**src/hw/chipset_pkg.sv**
```systemverilog
package chipset_pkg;

	// ------------------------------------------------------------
	// sizes and address map
	// ------------------------------------------------------------
	localparam int DATA_W = 16;	// one bus word
	localparam int ADDR_W = 16;	// cpu word address
	localparam int RAM_AW = 10;	// chip ram index
	localparam int RAM_WORDS = 1 << RAM_AW;	// 1k words
	localparam int REG_AW = 5;	// custom register index

	// top two address bits pick the region, 2 and 3 are unmapped
	localparam logic [1:0] REGION_RAM = 2'd0;
	localparam logic [1:0] REGION_REG = 2'd1;

	// custom register indexes
	localparam logic [REG_AW-1:0] REG_BLTSRC = 5'd0;	// copy source index
	localparam logic [REG_AW-1:0] REG_BLTDST = 5'd1;	// copy destination index
	localparam logic [REG_AW-1:0] REG_BLTLEN = 5'd2;	// word count, write starts copy
	localparam logic [REG_AW-1:0] REG_INTENA = 5'd3;
	localparam logic [REG_AW-1:0] REG_INTREQ = 5'd4;
	localparam logic [REG_AW-1:0] REG_STATUS = 5'd5;	// bit 0 copy busy

	// interrupt bits and levels
	localparam int INT_SOFT = 0;
	localparam int INT_BLIT = 1;
	localparam int INT_EXT = 2;
	localparam int INT_MASTER = 14;	// enable only
	localparam int INT_SETCLR = 15;	// 1 sets, 0 clears the written ones
	localparam logic [2:0] IPL_SOFT = 3'd1;
	localparam logic [2:0] IPL_BLIT = 3'd3;
	localparam logic [2:0] IPL_EXT = 3'd6;

	// bridge fsm states
	localparam logic [1:0] ST_IDLE = 2'd0;
	localparam logic [1:0] ST_RAM = 2'd1;	// waiting on the chip ram bus
	localparam logic [1:0] ST_RESP = 2'd2;

	typedef logic [DATA_W-1:0] word_t;

	// same cpu address seen as ram access or as register access
	typedef union packed {
		struct packed {
			logic [1:0] region;
			logic [ADDR_W-RAM_AW-3:0] pad;	// ram mirrors across these
			logic [RAM_AW-1:0] idx;
		} ram;
		struct packed {
			logic [1:0] region;
			logic [ADDR_W-REG_AW-3:0] pad;
			logic [REG_AW-1:0] idx;
		} regs;
	} cpu_addr_u;

endpackage

```
**src/hw/mem_bus_if.sv**
```systemverilog
`timescale 1ns/1ps

// one master's path to chip ram
interface mem_bus_if import chipset_pkg::*; ();

	logic req_valid;
	logic req_ready;	// grant, combinational
	logic req_we;
	logic [RAM_AW-1:0] req_addr;
	word_t req_wdata;
	logic rsp_valid;	// one cycle after a granted read
	word_t rsp_rdata;

	modport master (
		output req_valid, req_we, req_addr, req_wdata,
		input req_ready, rsp_valid, rsp_rdata
	);

	modport arbiter (
		input req_valid, req_we, req_addr, req_wdata,
		output req_ready, rsp_valid, rsp_rdata
	);

endinterface

```
**src/hw/reg_bus_if.sv**
```systemverilog
`timescale 1ns/1ps

// custom register strobe, bridge to the register peers
interface reg_bus_if import chipset_pkg::*; ();

	logic re;	// one cycle strobes
	logic we;
	logic [REG_AW-1:0] idx;
	word_t wdata;
	word_t rdata;	// merged read data seen by the bridge
	word_t rdata_dma;	// copy engine share, zero when not its index
	word_t rdata_int;	// interrupt controller share

	modport bridge (output re, we, idx, wdata, input rdata);
	modport peer_dma (input re, we, idx, wdata, output rdata_dma);
	modport peer_int (input re, we, idx, wdata, output rdata_int);

endinterface

```
**src/hw/copy_engine.sv**
```systemverilog
`timescale 1ns/1ps

module copy_engine import chipset_pkg::*; (
	input logic clk,
	input logic reset,
	reg_bus_if.peer_dma regs,
	mem_bus_if.master mem,
	output logic busy_o,
	output logic blit_done_o
);

	logic [RAM_AW-1:0] src_q;
	logic [RAM_AW-1:0] dst_q;
	word_t cnt_q;	// words left
	logic busy_q;
	logic wr_phase_q;	// 0 read, 1 write
	logic rd_sent_q;	// read granted, waiting for data
	logic done_q;
	word_t data_q;	// word in transit
	logic wr_en;
	logic wr_xfer;

	// registers frozen while a copy runs, BLTLEN write then ignored too
	assign wr_en = regs.we & ~busy_q;
	assign wr_xfer = mem.req_valid & mem.req_ready & wr_phase_q;

	// ------------------------------------------------------------
	// dma master side
	// ------------------------------------------------------------
	assign mem.req_valid = busy_q & (wr_phase_q | ~rd_sent_q);
	assign mem.req_we = wr_phase_q;
	assign mem.req_addr = wr_phase_q ? dst_q : src_q;
	assign mem.req_wdata = data_q;

	always_ff @(posedge clk) begin
		if (reset) begin
			src_q <= '0;
			dst_q <= '0;
			cnt_q <= '0;
			busy_q <= 1'b0;
			wr_phase_q <= 1'b0;
			rd_sent_q <= 1'b0;
			done_q <= 1'b0;
		end else begin
			done_q <= 1'b0;
			if (wr_en && regs.idx == REG_BLTSRC)
				src_q <= regs.wdata[RAM_AW-1:0];
			if (wr_en && regs.idx == REG_BLTDST)
				dst_q <= regs.wdata[RAM_AW-1:0];
			if (wr_en && regs.idx == REG_BLTLEN) begin
				cnt_q <= regs.wdata;
				busy_q <= |regs.wdata;	// zero length never starts
				wr_phase_q <= 1'b0;
				rd_sent_q <= 1'b0;
			end
			if (busy_q && !wr_phase_q) begin
				if (mem.req_valid && mem.req_ready)
					rd_sent_q <= 1'b1;
				if (mem.rsp_valid) begin
					rd_sent_q <= 1'b0;
					wr_phase_q <= 1'b1;
					src_q <= src_q + 1'b1;	// wraps at ram size
				end
			end
			if (wr_xfer) begin
				wr_phase_q <= 1'b0;
				dst_q <= dst_q + 1'b1;
				cnt_q <= cnt_q - 1'b1;
				if (cnt_q == 16'd1) begin
					busy_q <= 1'b0;	// last word written
					done_q <= 1'b1;
				end
			end
		end
	end

	always_ff @(posedge clk) begin
		if (mem.rsp_valid)
			data_q <= mem.rsp_rdata;
	end

	// register reads, zero for foreign indexes
	always_comb begin
		regs.rdata_dma = '0;
		if (regs.re) begin
			case (regs.idx)
				REG_BLTSRC: regs.rdata_dma = word_t'(src_q);
				REG_BLTDST: regs.rdata_dma = word_t'(dst_q);
				REG_BLTLEN: regs.rdata_dma = cnt_q;
				REG_STATUS: regs.rdata_dma = word_t'(busy_q);
				default: regs.rdata_dma = '0;
			endcase
		end
	end

	assign busy_o = busy_q;
	assign blit_done_o = done_q;

endmodule

```
**src/flat_wrapper.sv**
```systemverilog
// flat-port wrapper written by rule: the top's interface ports become plain ports
module copy_engine_flat import chipset_pkg::*;
  (clk, reset, busy_o, blit_done_o, regs_re, regs_we, regs_idx, regs_wdata, regs_rdata_dma, mem_req_valid, mem_req_we, mem_req_addr, mem_req_wdata, mem_req_ready, mem_rsp_valid, mem_rsp_rdata);
  reg_bus_if regs_i ();
  mem_bus_if mem_i ();
  input logic clk;
  input logic reset;
  output logic busy_o;
  output logic blit_done_o;
  input wire logic [$bits(regs_i.re)-1:0] regs_re;
  input wire logic [$bits(regs_i.we)-1:0] regs_we;
  input wire logic [$bits(regs_i.idx)-1:0] regs_idx;
  input wire logic [$bits(regs_i.wdata)-1:0] regs_wdata;
  output wire logic [$bits(regs_i.rdata_dma)-1:0] regs_rdata_dma;
  output wire logic [$bits(mem_i.req_valid)-1:0] mem_req_valid;
  output wire logic [$bits(mem_i.req_we)-1:0] mem_req_we;
  output wire logic [$bits(mem_i.req_addr)-1:0] mem_req_addr;
  output wire logic [$bits(mem_i.req_wdata)-1:0] mem_req_wdata;
  input wire logic [$bits(mem_i.req_ready)-1:0] mem_req_ready;
  input wire logic [$bits(mem_i.rsp_valid)-1:0] mem_rsp_valid;
  input wire logic [$bits(mem_i.rsp_rdata)-1:0] mem_rsp_rdata;
  assign regs_i.re = regs_re;
  assign regs_i.we = regs_we;
  assign regs_i.idx = regs_idx;
  assign regs_i.wdata = regs_wdata;
  assign regs_rdata_dma = regs_i.rdata_dma;
  assign mem_req_valid = mem_i.req_valid;
  assign mem_req_we = mem_i.req_we;
  assign mem_req_addr = mem_i.req_addr;
  assign mem_req_wdata = mem_i.req_wdata;
  assign mem_i.req_ready = mem_req_ready;
  assign mem_i.rsp_valid = mem_rsp_valid;
  assign mem_i.rsp_rdata = mem_rsp_rdata;
  copy_engine u_core (.clk(clk), .reset(reset), .regs(regs_i), .mem(mem_i), .busy_o(busy_o), .blit_done_o(blit_done_o));
endmodule
```
**config.mk**
```make
export PLATFORM = sky130hd
export DESIGN_NAME = copy_engine_flat
export DESIGN_NICKNAME = d
export VERILOG_FILES = /design/src/hw/chipset_pkg.sv /design/src/hw/mem_bus_if.sv /design/src/hw/reg_bus_if.sv /design/src/hw/copy_engine.sv /design/src/flat_wrapper.sv
export SDC_FILE = /design/constraint.sdc
export NUM_CORES = 1
export LEC_CHECK = 0
export BUFFER_PORTS_ARGS = -buffer_cell sky130_fd_sc_hd__clkbuf_2
export CAP_MARGIN = 20
export CORE_MARGIN = 10
export CORE_UTILIZATION = 40
export DETAILED_ROUTE_END_ITERATION = 7
export GPL_TIMING_DRIVEN = 1
export PLACE_DENSITY = 0.73
export SLEW_MARGIN = 0
export SYNTH_ARGS = -nofsm -noshare
export SYNTH_HDL_FRONTEND = slang
export SYNTH_SLANG_ARGS = --single-unit
```
**constraint.sdc**
```tcl
create_clock -name clk -period 3 [get_ports clk]
set_input_delay 0.6 -clock clk [delete_from_list [all_inputs] [get_ports clk]]
set_output_delay 0.6 -clock clk [all_outputs]
set_load 0.005 [all_outputs]
```
==> reports/qor.txt, run 1 <==
=========================================================================================
Top post-synthesis cells by area ........................................... sky130_fd_sc_hd__dfxtp_1 25%, sky130_fd_sc_hd__edfxtp_1 15%, sky130_fd_sc_hd__a31oi_1 3.9%, sky130_fd_sc_hd__nand2_1 3.8%, sky130_fd_sc_hd__a21oi_1 3.7%
Sort of element at the start of the critical path ..........................   input port
Area of the core region .................................................... 0.007767 mm2
Clock tree from TritonCTS ..................................................        built
Startpoint of the worst register-to-register path .......................... u_core.mem.req_we
Number of top-level pins ...................................................           89
Share of the clock period used by the worst path ...........................       95.03%
Die H ......................................................................     109.7 um
Die Span X .................................................................     109.7 um
Wire length per cell .......................................................     18.98 um
Path class of the lowest-slack min-delay path ..............................    in -> reg
Fin Setup TNS ..............................................................         0 ns
Detailed route wirelength on metal2 ........................................     4.809 mm
Final Hold Fails ...........................................................            0
Ratio of routed vias to standard cells .....................................        6.106
Power density normalized to cell area ...................................... 361.2 mW/mm2
Global route total overflow ................................................            0
Initial antenna violation count ............................................            0
Area delta synth->final ....................................................       18.49%
Proportion of synthesized chip area in sequential cells ....................       39.78%
Cell-by-cell trace of the critical path .................................... clkbuf_2, or3_1, nor3b_4, a222oi_1, nor2_1, clkbuf_2
Initial DRC Count ..........................................................          392
Number of global-route vias before repair ..................................         3173
Routability congestion estimate from global placement ......................       0.9258
1st-pass router iterations .................................................            5
Library cell contributing the largest single delay on the critical path .... sky130_fd_sc_hd__nor3b_4
Proportion of register bits with asynchronous set or reset after synthesis .           0%
Number of distinct library cells after synthesis ...........................           55
DRC violation count after routing ..........................................            0
Synth top cells by count ................................................... 40 x sky130_fd_sc_hd__dfxtp_1, 33 x sky130_fd_sc_hd__nand2_1, 28 x sky130_fd_sc_hd__nor2_1
Met3 layer wire length in the routed design ................................     1.002 mm
Post-Syn Area .............................................................. 0.003221 mm2
Leak Pwr ...................................................................     1.455 nW
Hold-fix buffers at CTS ....................................................            0
Setup bufs post-CTS ........................................................            0
Crit path buffers/inverters ................................................            2
RSZ-0062 raised after global routing .......................................           no
Crit path required time ....................................................      2.40 ns
Clock H-tree levels ........................................................            2
CP Data Arrival Time .......................................................      2.25 ns
Critical-path maximum fanout ...............................................           11
Clock buffer count from CTS ................................................            5
Final net count ............................................................          490
Maximum vdd ir drop ........................................................    0.2071 mV
Share of post-route cells with drive strength above 1 ......................       27.93%
Transition at the pin with the smallest max-transition slack ...............    0.9465 ns
Number of input and output port buffers inserted ...........................           88
Pre-CTS WS .................................................................    0.1725 ns
Synthesized instance count .................................................          364
Most common flop cell mapped by yosys ...................................... sky130_fd_sc_hd__dfxtp_1
Count of inserted antenna diode cells ......................................            0
Number of setup violations in the final report .............................            0
Cell row count .............................................................           32
Status ..................................................................... finished clean
Floorplan die area .........................................................  0.01204 mm2
Max Freq ...................................................................    350.8 MHz
Number of buffers on the longest clock path ................................            2
Proportion of netlist area held by the largest area contributor ............       24.86%
Number of sinks handled by clock tree synthesis ............................           56
Number of synthesized flops with an enable pin .............................           16
ANT nets after route .......................................................            0
Mean area per synthesized cell .............................................    8.848 um2
Maximum number of pins on one net before global-route repair ...............           44
Total via count in the routed design .......................................         3334
HPWL after detailed placement ..............................................     7.771 mm
Yosys Warn Count ...........................................................            0
Sum of routed wire length over all layers ..................................     10.36 mm
Period minus WS final ......................................................     2.851 ns
Gates resized, CTS repair ..................................................            0
Final Max Tran Viols .......................................................            0
Slew headroom ..............................................................       36.90%
Uppermost metal layer occupied by signal nets ..............................         met4
Global-route usage over all layers .........................................       17.10%
Post-synth top area cell ................................................... sky130_fd_sc_hd__dfxtp_1
Clock latency at the later pin of the worst-skew pair ......................      0.32 ns
M1 WL ......................................................................     4.353 mm
Library cell with the highest instance count after synthesis ............... sky130_fd_sc_hd__dfxtp_1
Kind of end point of the critical path ..................................... primary output
Final worst-path setup slack ...............................................    0.1490 ns
Cell type with the highest occurrence count on the critical path ........... sky130_fd_sc_hd__clkbuf_2
Worst clock skew on the final layout .......................................  0.006373 ns
Clk slew on worst S/H paths ................................................      0.11 ns
Count of state elements after synthesis ....................................           56
Starting Density ...........................................................       41.46%
Total nets after synthesis .................................................          411
Root buffer selected by CTS ................................................ sky130_fd_sc_hd__clkbuf_8
Largest incremental delay on the critical path .............................      0.52 ns
Number of max-cap violations ...............................................            0
Origin of the worst min-delay path ......................................... mem_rsp_rdata[6]
Startpoint-to-endpoint class of the critical path ..........................    in -> out
Worst path top cell family by delay ........................................ simple AND/OR/NAND/NOR gates
CP Launch Point ............................................................  regs_idx[0]
Global-route wire length before repair .....................................     16.67 mm
=========================================================================================
[layout by cell type (no fill, tap or decap), types with 5 or more instances in the layout]
| cell type | Yosys | routed |
|---|---|---|
| sky130_fd_sc_hd__o21ai_0 | 12 | 12 |
| sky130_fd_sc_hd__buf_4 | 3 | 8 |
| sky130_fd_sc_hd__a2bb2oi_1 | 5 | 5 |
| sky130_fd_sc_hd__mux2_2 | 10 | 10 |
| sky130_fd_sc_hd__clkbuf_2 | 0 | 88 |
| sky130_fd_sc_hd__a222oi_1 | 9 | 9 |
| sky130_fd_sc_hd__nand3_1 | 23 | 23 |
| sky130_fd_sc_hd__a21oi_1 | 24 | 24 |
| sky130_fd_sc_hd__nor4_1 | 7 | 7 |
| sky130_fd_sc_hd__clkbuf_8 | 0 | 5 |
| sky130_fd_sc_hd__and3_1 | 12 | 12 |
| sky130_fd_sc_hd__or3_1 | 8 | 8 |
| sky130_fd_sc_hd__dfxtp_1 | 40 | 40 |
| sky130_fd_sc_hd__o211ai_1 | 7 | 7 |
| sky130_fd_sc_hd__nor3b_1 | 7 | 7 |
| sky130_fd_sc_hd__nand4_1 | 7 | 7 |
| sky130_fd_sc_hd__nand2_1 | 33 | 33 |
| sky130_fd_sc_hd__nor2_1 | 28 | 28 |
| sky130_fd_sc_hd__edfxtp_1 | 16 | 16 |
| sky130_fd_sc_hd__a31oi_1 | 20 | 20 |
| sky130_fd_sc_hd__nor3_2 | 5 | 5 |
[worst paths after layout]
| path | endpoint | slack, ns | cells past startpoint |
|---|---|---|---|
| worst min register to register | u_core.dst_q[8] | 0.52 | 2 |
| worst max-delay path | regs_rdata_dma[8] | 0.15 | 6 |
| worst min-delay path | u_core.mem.req_wdata[6] | 0.45 | 1 |
| worst max register to register | u_core.src_q[6] | 1.07 | 5 |
[kinds of logic after synthesis]
| family | count (synthesis) | share of synthesized area, % |
|---|---|---|
| AO/OA/AOI/OAI | 101 | 21.29 |
| XOR/XNOR | 3 | 0.8160 |
| adder cells (fa/ha/maj) | 4 | 1.554 |
| buffers and inverters | 28 | 4.351 |
| flip-flops | 56 | 39.78 |
| multiplexers | 13 | 4.429 |
| AND/OR/NAND/NOR | 159 | 27.78 |
[where the power goes]
group	total (mW)	switching (mW)	internal (mW)	leakage, nW
Combinational	0.130	0.0797	0.0508	0.936
Sequential	0.811	0.0105	0.800	0.479
Clock	0.437	0.271	0.166	0.0404
[state kept, by name, indices dropped and copies added (netlist names)]
name,cells
u_core.cnt_q,16
u_core.mem.req_wdata,16
u_core.dst_q,10
u_core.src_q,10
u_core.blit_done_o,1
u_core.busy_o,1
u_core.mem.req_we,1
u_core.rd_sent_q,1
[cell type report]
cell class	count	area, um2
sequential	56	1281
clock buffer	5	68.82
clock inverter	3	23.77
timing repair buffer	96	500.5
tap	102	127.6
inverter	4	15.01
fill	797	3951
multi-input combinational	280	1799
[stage by stage]
step	area, um2	util (%)	power (mW)	cells	hold WS [ns]
after CTS	3816	49.13	1.387	546	0.4423
after detailed placement	3724	47.94	0.9585	538	0.5035
after global placement	3724	47.94	0.9542	538	0.4984
final	3816	49.13	1.378	546	0.4506
after floorplan	3221	-	0.8779	364	0.4785
after global routing	3816	49.13	1.431	546	0.4280
[per-layer routing]
layer  GRT usage (%)  up-vias
met3           3.803       21
met2           26.75      172
met5               0        -
met1           22.94     1570
li1                -     1571
met4           5.297        0
(Power assumes the default switching activity.)
==> inputs of run 2 (changes only) <==
--- a/config.mk
+++ b/config.mk
@@ -5,13 +5,14 @@
 export SDC_FILE = /design/constraint.sdc
 export NUM_CORES = 1
 export LEC_CHECK = 0
+export ABC_AREA = 1
 export BUFFER_PORTS_ARGS = -buffer_cell sky130_fd_sc_hd__clkbuf_2
 export CAP_MARGIN = 20
 export CORE_MARGIN = 10
 export CORE_UTILIZATION = 40
 export DETAILED_ROUTE_END_ITERATION = 7
 export GPL_TIMING_DRIVEN = 1
-export PLACE_DENSITY = 0.73
+export PLACE_DENSITY = 0.74
 export SLEW_MARGIN = 0
 export SYNTH_ARGS = -nofsm -noshare
 export SYNTH_HDL_FRONTEND = slang
==> constraint.sdc (replaced) <==
create_clock -name clk -period 2.5 [get_ports clk]
set_input_delay 0.5 -clock clk [delete_from_list [all_inputs] [get_ports clk]]
set_output_delay 0.5 -clock clk [all_outputs]
set_load 0.005 [all_outputs]
==> run 2 against run 1 <==
Utilization decreased by 0.77 points. Global-route usage increased by 0.37 points. Via count increased by 18%. Clock power increased by 26%. Die area increased by 8.4%. Worst hold slack got worse by 0.11 ns. Setup slack improved by 0.15 ns. Count of clock-buffer cells in the layout unchanged. Final cell count increased by 38%. Sequential power increased by 20%. Critical path type unchanged. Largest power group unchanged. Highest routed layer unchanged.
==> reports/qor.txt, run 2 <==
=========================================================================================
Count of state elements after synthesis ....................................           56
Clock tree from TritonCTS ..................................................        built
Total power of the final layout ............................................     1.714 mW
Post-Route Hold Slack ......................................................    0.3417 ns
DRC violation count after routing ..........................................            0
Maximum vdd ir drop ........................................................    0.2029 mV
Final design instance area without fill .................................... 0.004197 mm2
Critical-path maximum fanout ...............................................            9
Total via count in the routed design .......................................         3940
Number of buffers on the longest clock path ................................            2
Yosys Warn Count ...........................................................            0
Leak Pwr ...................................................................     2.163 nW
Clock H-tree levels ........................................................            2
Number of max-cap violations ...............................................            0
Share of post-route cells with drive strength above 1 ......................       17.90%
Cell area after placement .................................................. 0.004101 mm2
Final Hold Fails ...........................................................            0
Most common cell after layout, fill and taps aside ......................... sky130_fd_sc_hd__nand2_1
Clock buffer count from CTS ................................................            5
Starting Density ...........................................................       40.93%
Met3 Usage GRT .............................................................       3.878%
Root buffer selected by CTS ................................................ sky130_fd_sc_hd__clkbuf_8
Global routing's busiest layer .............................................         met2
Post-Syn Area .............................................................. 0.003552 mm2
Mean area per synthesized cell .............................................    6.343 um2
Die Span X .................................................................     114.2 um
Hold-fix buffers at CTS ....................................................            0
Fin Setup TNS ..............................................................         0 ns
Met1 global-route usage ....................................................       23.12%
Worst clock skew on the final layout .......................................  0.008107 ns
Total nets after synthesis .................................................          607
Proportion of synthesized chip area in sequential cells ....................       36.07%
Synthesized instance count .................................................          560
Gates resized, CTS repair ..................................................            0
HPWL after detailed placement ..............................................     9.307 mm
Maximum number of pins on one net before global-route repair ...............           27
Number of input and output port buffers inserted ...........................           88
Max Freq ...................................................................    454.1 MHz
Number of global-route vias before repair ..................................         3638
Number of sinks handled by clock tree synthesis ............................           56
Startpoint-to-endpoint class of the critical path ..........................    in -> out
Synth top cells by count ................................................... 164 x sky130_fd_sc_hd__nand2_1, 92 x sky130_fd_sc_hd__nor2_1, 70 x sky130_fd_sc_hd__inv_1
CP Data Arrival Time .......................................................      1.70 ns
Period minus WS final ......................................................     2.202 ns
Path class of the lowest-slack min-delay path ..............................    in -> reg
Setup bufs post-CTS ........................................................            0
Global route total overflow ................................................            0
Count of inserted antenna diode cells ......................................            0
Area delta synth->final ....................................................       18.14%
Post-synth top area cell ................................................... sky130_fd_sc_hd__dfxtp_1
Slew headroom ..............................................................       73.01%
Global-route usage over all layers .........................................       17.46%
1st-pass router iterations .................................................            5
Library cell with the highest instance count after synthesis ............... sky130_fd_sc_hd__nand2_1
Sort of element at the start of the critical path ..........................   input port
Number of top-level pins ...................................................           89
Die H ......................................................................     114.2 um
CP Launch Point ............................................................  regs_idx[3]
Most frequent cells in the layout .......................................... 164 x sky130_fd_sc_hd__nand2_1, 92 x sky130_fd_sc_hd__nor2_1, 88 x sky130_fd_sc_hd__clkbuf_2
Non-filler cells, final ....................................................          756
Cell count after placement .................................................          748
Proportion of register bits with asynchronous set or reset after synthesis .           0%
Kind of end point of the critical path ..................................... primary output
Routability congestion estimate from global placement ......................       0.9688
Fill count .................................................................          947
Global-route wire length before repair .....................................     18.57 mm
Cell row count .............................................................           34
Sum of routed wire length over all layers ..................................     11.57 mm
Wire length per cell .......................................................     15.31 um
Floorplan die area .........................................................  0.01305 mm2
Proportion of netlist area held by the largest area contributor ............       22.54%
ANT nets after route .......................................................            0
Share of the clock period used by the worst path ...........................       88.08%
Startpoint of the worst register-to-register path .......................... u_core.mem.req_we
Final Max Tran Viols .......................................................            0
Crit path required time ....................................................      2.00 ns
Transition at the pin with the smallest max-transition slack ...............    0.4038 ns
RSZ-0062 raised after global routing .......................................           no
Number of synthesized flops with an enable pin .............................           16
Most common flop cell mapped by yosys ...................................... sky130_fd_sc_hd__dfxtp_1
Power density normalized to cell area ...................................... 408.4 mW/mm2
Flip-flop and latch area ................................................... 0.001281 mm2
Met2 layer usage reported by global route ..................................       27.83%
Clock latency at the later pin of the worst-skew pair ......................      0.32 ns
Area occupied by multi-input gates ......................................... 0.001914 mm2
Area of the core region .................................................... 0.008678 mm2
Ratio of routed vias to standard cells .....................................        5.212
Final net count ............................................................          694
Number of setup violations in the final report .............................            0
Status ..................................................................... finished clean
Initial antenna violation count ............................................            0
Origin of the worst min-delay path ......................................... mem_rsp_rdata[4]
Number of distinct library cells after synthesis ...........................           31
Clk slew on worst S/H paths ................................................      0.12 ns
Top post-synthesis cells by area ........................................... sky130_fd_sc_hd__dfxtp_1 23%, sky130_fd_sc_hd__nand2_1 17%, sky130_fd_sc_hd__edfxtp_1 14%, sky130_fd_sc_hd__nor2_1 9.7%, sky130_fd_sc_hd__inv_1 7.4%
Initial DRC Count ..........................................................          326
=========================================================================================
## run 2: cell types whose count changed after synthesis, moves of 8 or more
cell                       before  now
sky130_fd_sc_hd__a31oi_1       20    0
sky130_fd_sc_hd__inv_1          4   70
sky130_fd_sc_hd__a21oi_1       24   16
sky130_fd_sc_hd__o21ai_0       12   47
sky130_fd_sc_hd__nor2_1        28   92
sky130_fd_sc_hd__or3_1          8    0
sky130_fd_sc_hd__nand2_1       33  164
sky130_fd_sc_hd__mux2_2        10    0
sky130_fd_sc_hd__and3_1        12    0
sky130_fd_sc_hd__nand3_1       23   38
sky130_fd_sc_hd__a222oi_1       9    0
## run 2: where the power goes
| group | total (mW) | internal, mW | switching [mW] |
|---|---|---|---|
| Clock | 0.550 | 0.205 | 0.345 |
| Combinational | 0.189 | 0.0709 | 0.118 |
| Sequential | 0.975 | 0.962 | 0.0130 |
## run 2: worst paths after layout
kind,slack (ns),cells after the start,endpoint
worst max-delay path,0.30,9,regs_rdata_dma[3]
worst min-delay path,0.34,1,u_core.mem.req_wdata[4]
worst max register to register,0.43,7,u_core.mem.req_we
worst min register to register,0.53,2,u_core.cnt_q[13]
## run 2: metrics by stage
stage	utilization (%)	setup slack, ns
finish	48.36	0.2979
global route	48.36	0.06618
CTS	48.36	0.3274
detailed placement	47.26	0.3330
global placement	47.26	0.3355
floorplan	-	0.6656
## run 2: worst max-delay path, cell delays in order
cell and delay, ns:
sky130_fd_sc_hd__clkbuf_2 0.09, sky130_fd_sc_hd__inv_1 0.04, sky130_fd_sc_hd__nand2_1 0.05, sky130_fd_sc_hd__nor2_2 0.18
sky130_fd_sc_hd__nand2_1 0.26, sky130_fd_sc_hd__o22ai_1 0.25, sky130_fd_sc_hd__o21ai_0 0.14, sky130_fd_sc_hd__inv_1 0.08
sky130_fd_sc_hd__clkbuf_2 0.11
## run 2: cell type report
cell class | instances | share of cell area [%]
clock inverters | 3 | 0.6261
multi-input cells | 415 | 45.62
clock buffers | 5 | 1.640
well taps | 108 | 3.220
repair buffers | 95 | 11.75
flip-flops and latches | 56 | 30.53
inverters | 74 | 6.619
## run 2: logic make-up (layout without fill, tap and decap cells)
kind of cell             Yosys count  count (layout)  share of synthesized area [%]
flip-flops                        56              56                          36.07
adder cells (fa/ha/maj)            4               4                          1.409
AND/OR/NAND/NOR                  319             319                          37.23
AO/OA/AOI/OAI                     84              84                          13.28
XOR/XNOR                           8               8                          1.973
buffers and inverters             89             177                          10.04
## run 2: metal layers
layer | vias up | wire [um]
li1 | 1964 | -
met1 | 1780 | 5051
met2 | 180 | 5306
met3 | 16 | 1018
met4 | 0 | 195
met5 | - | 0
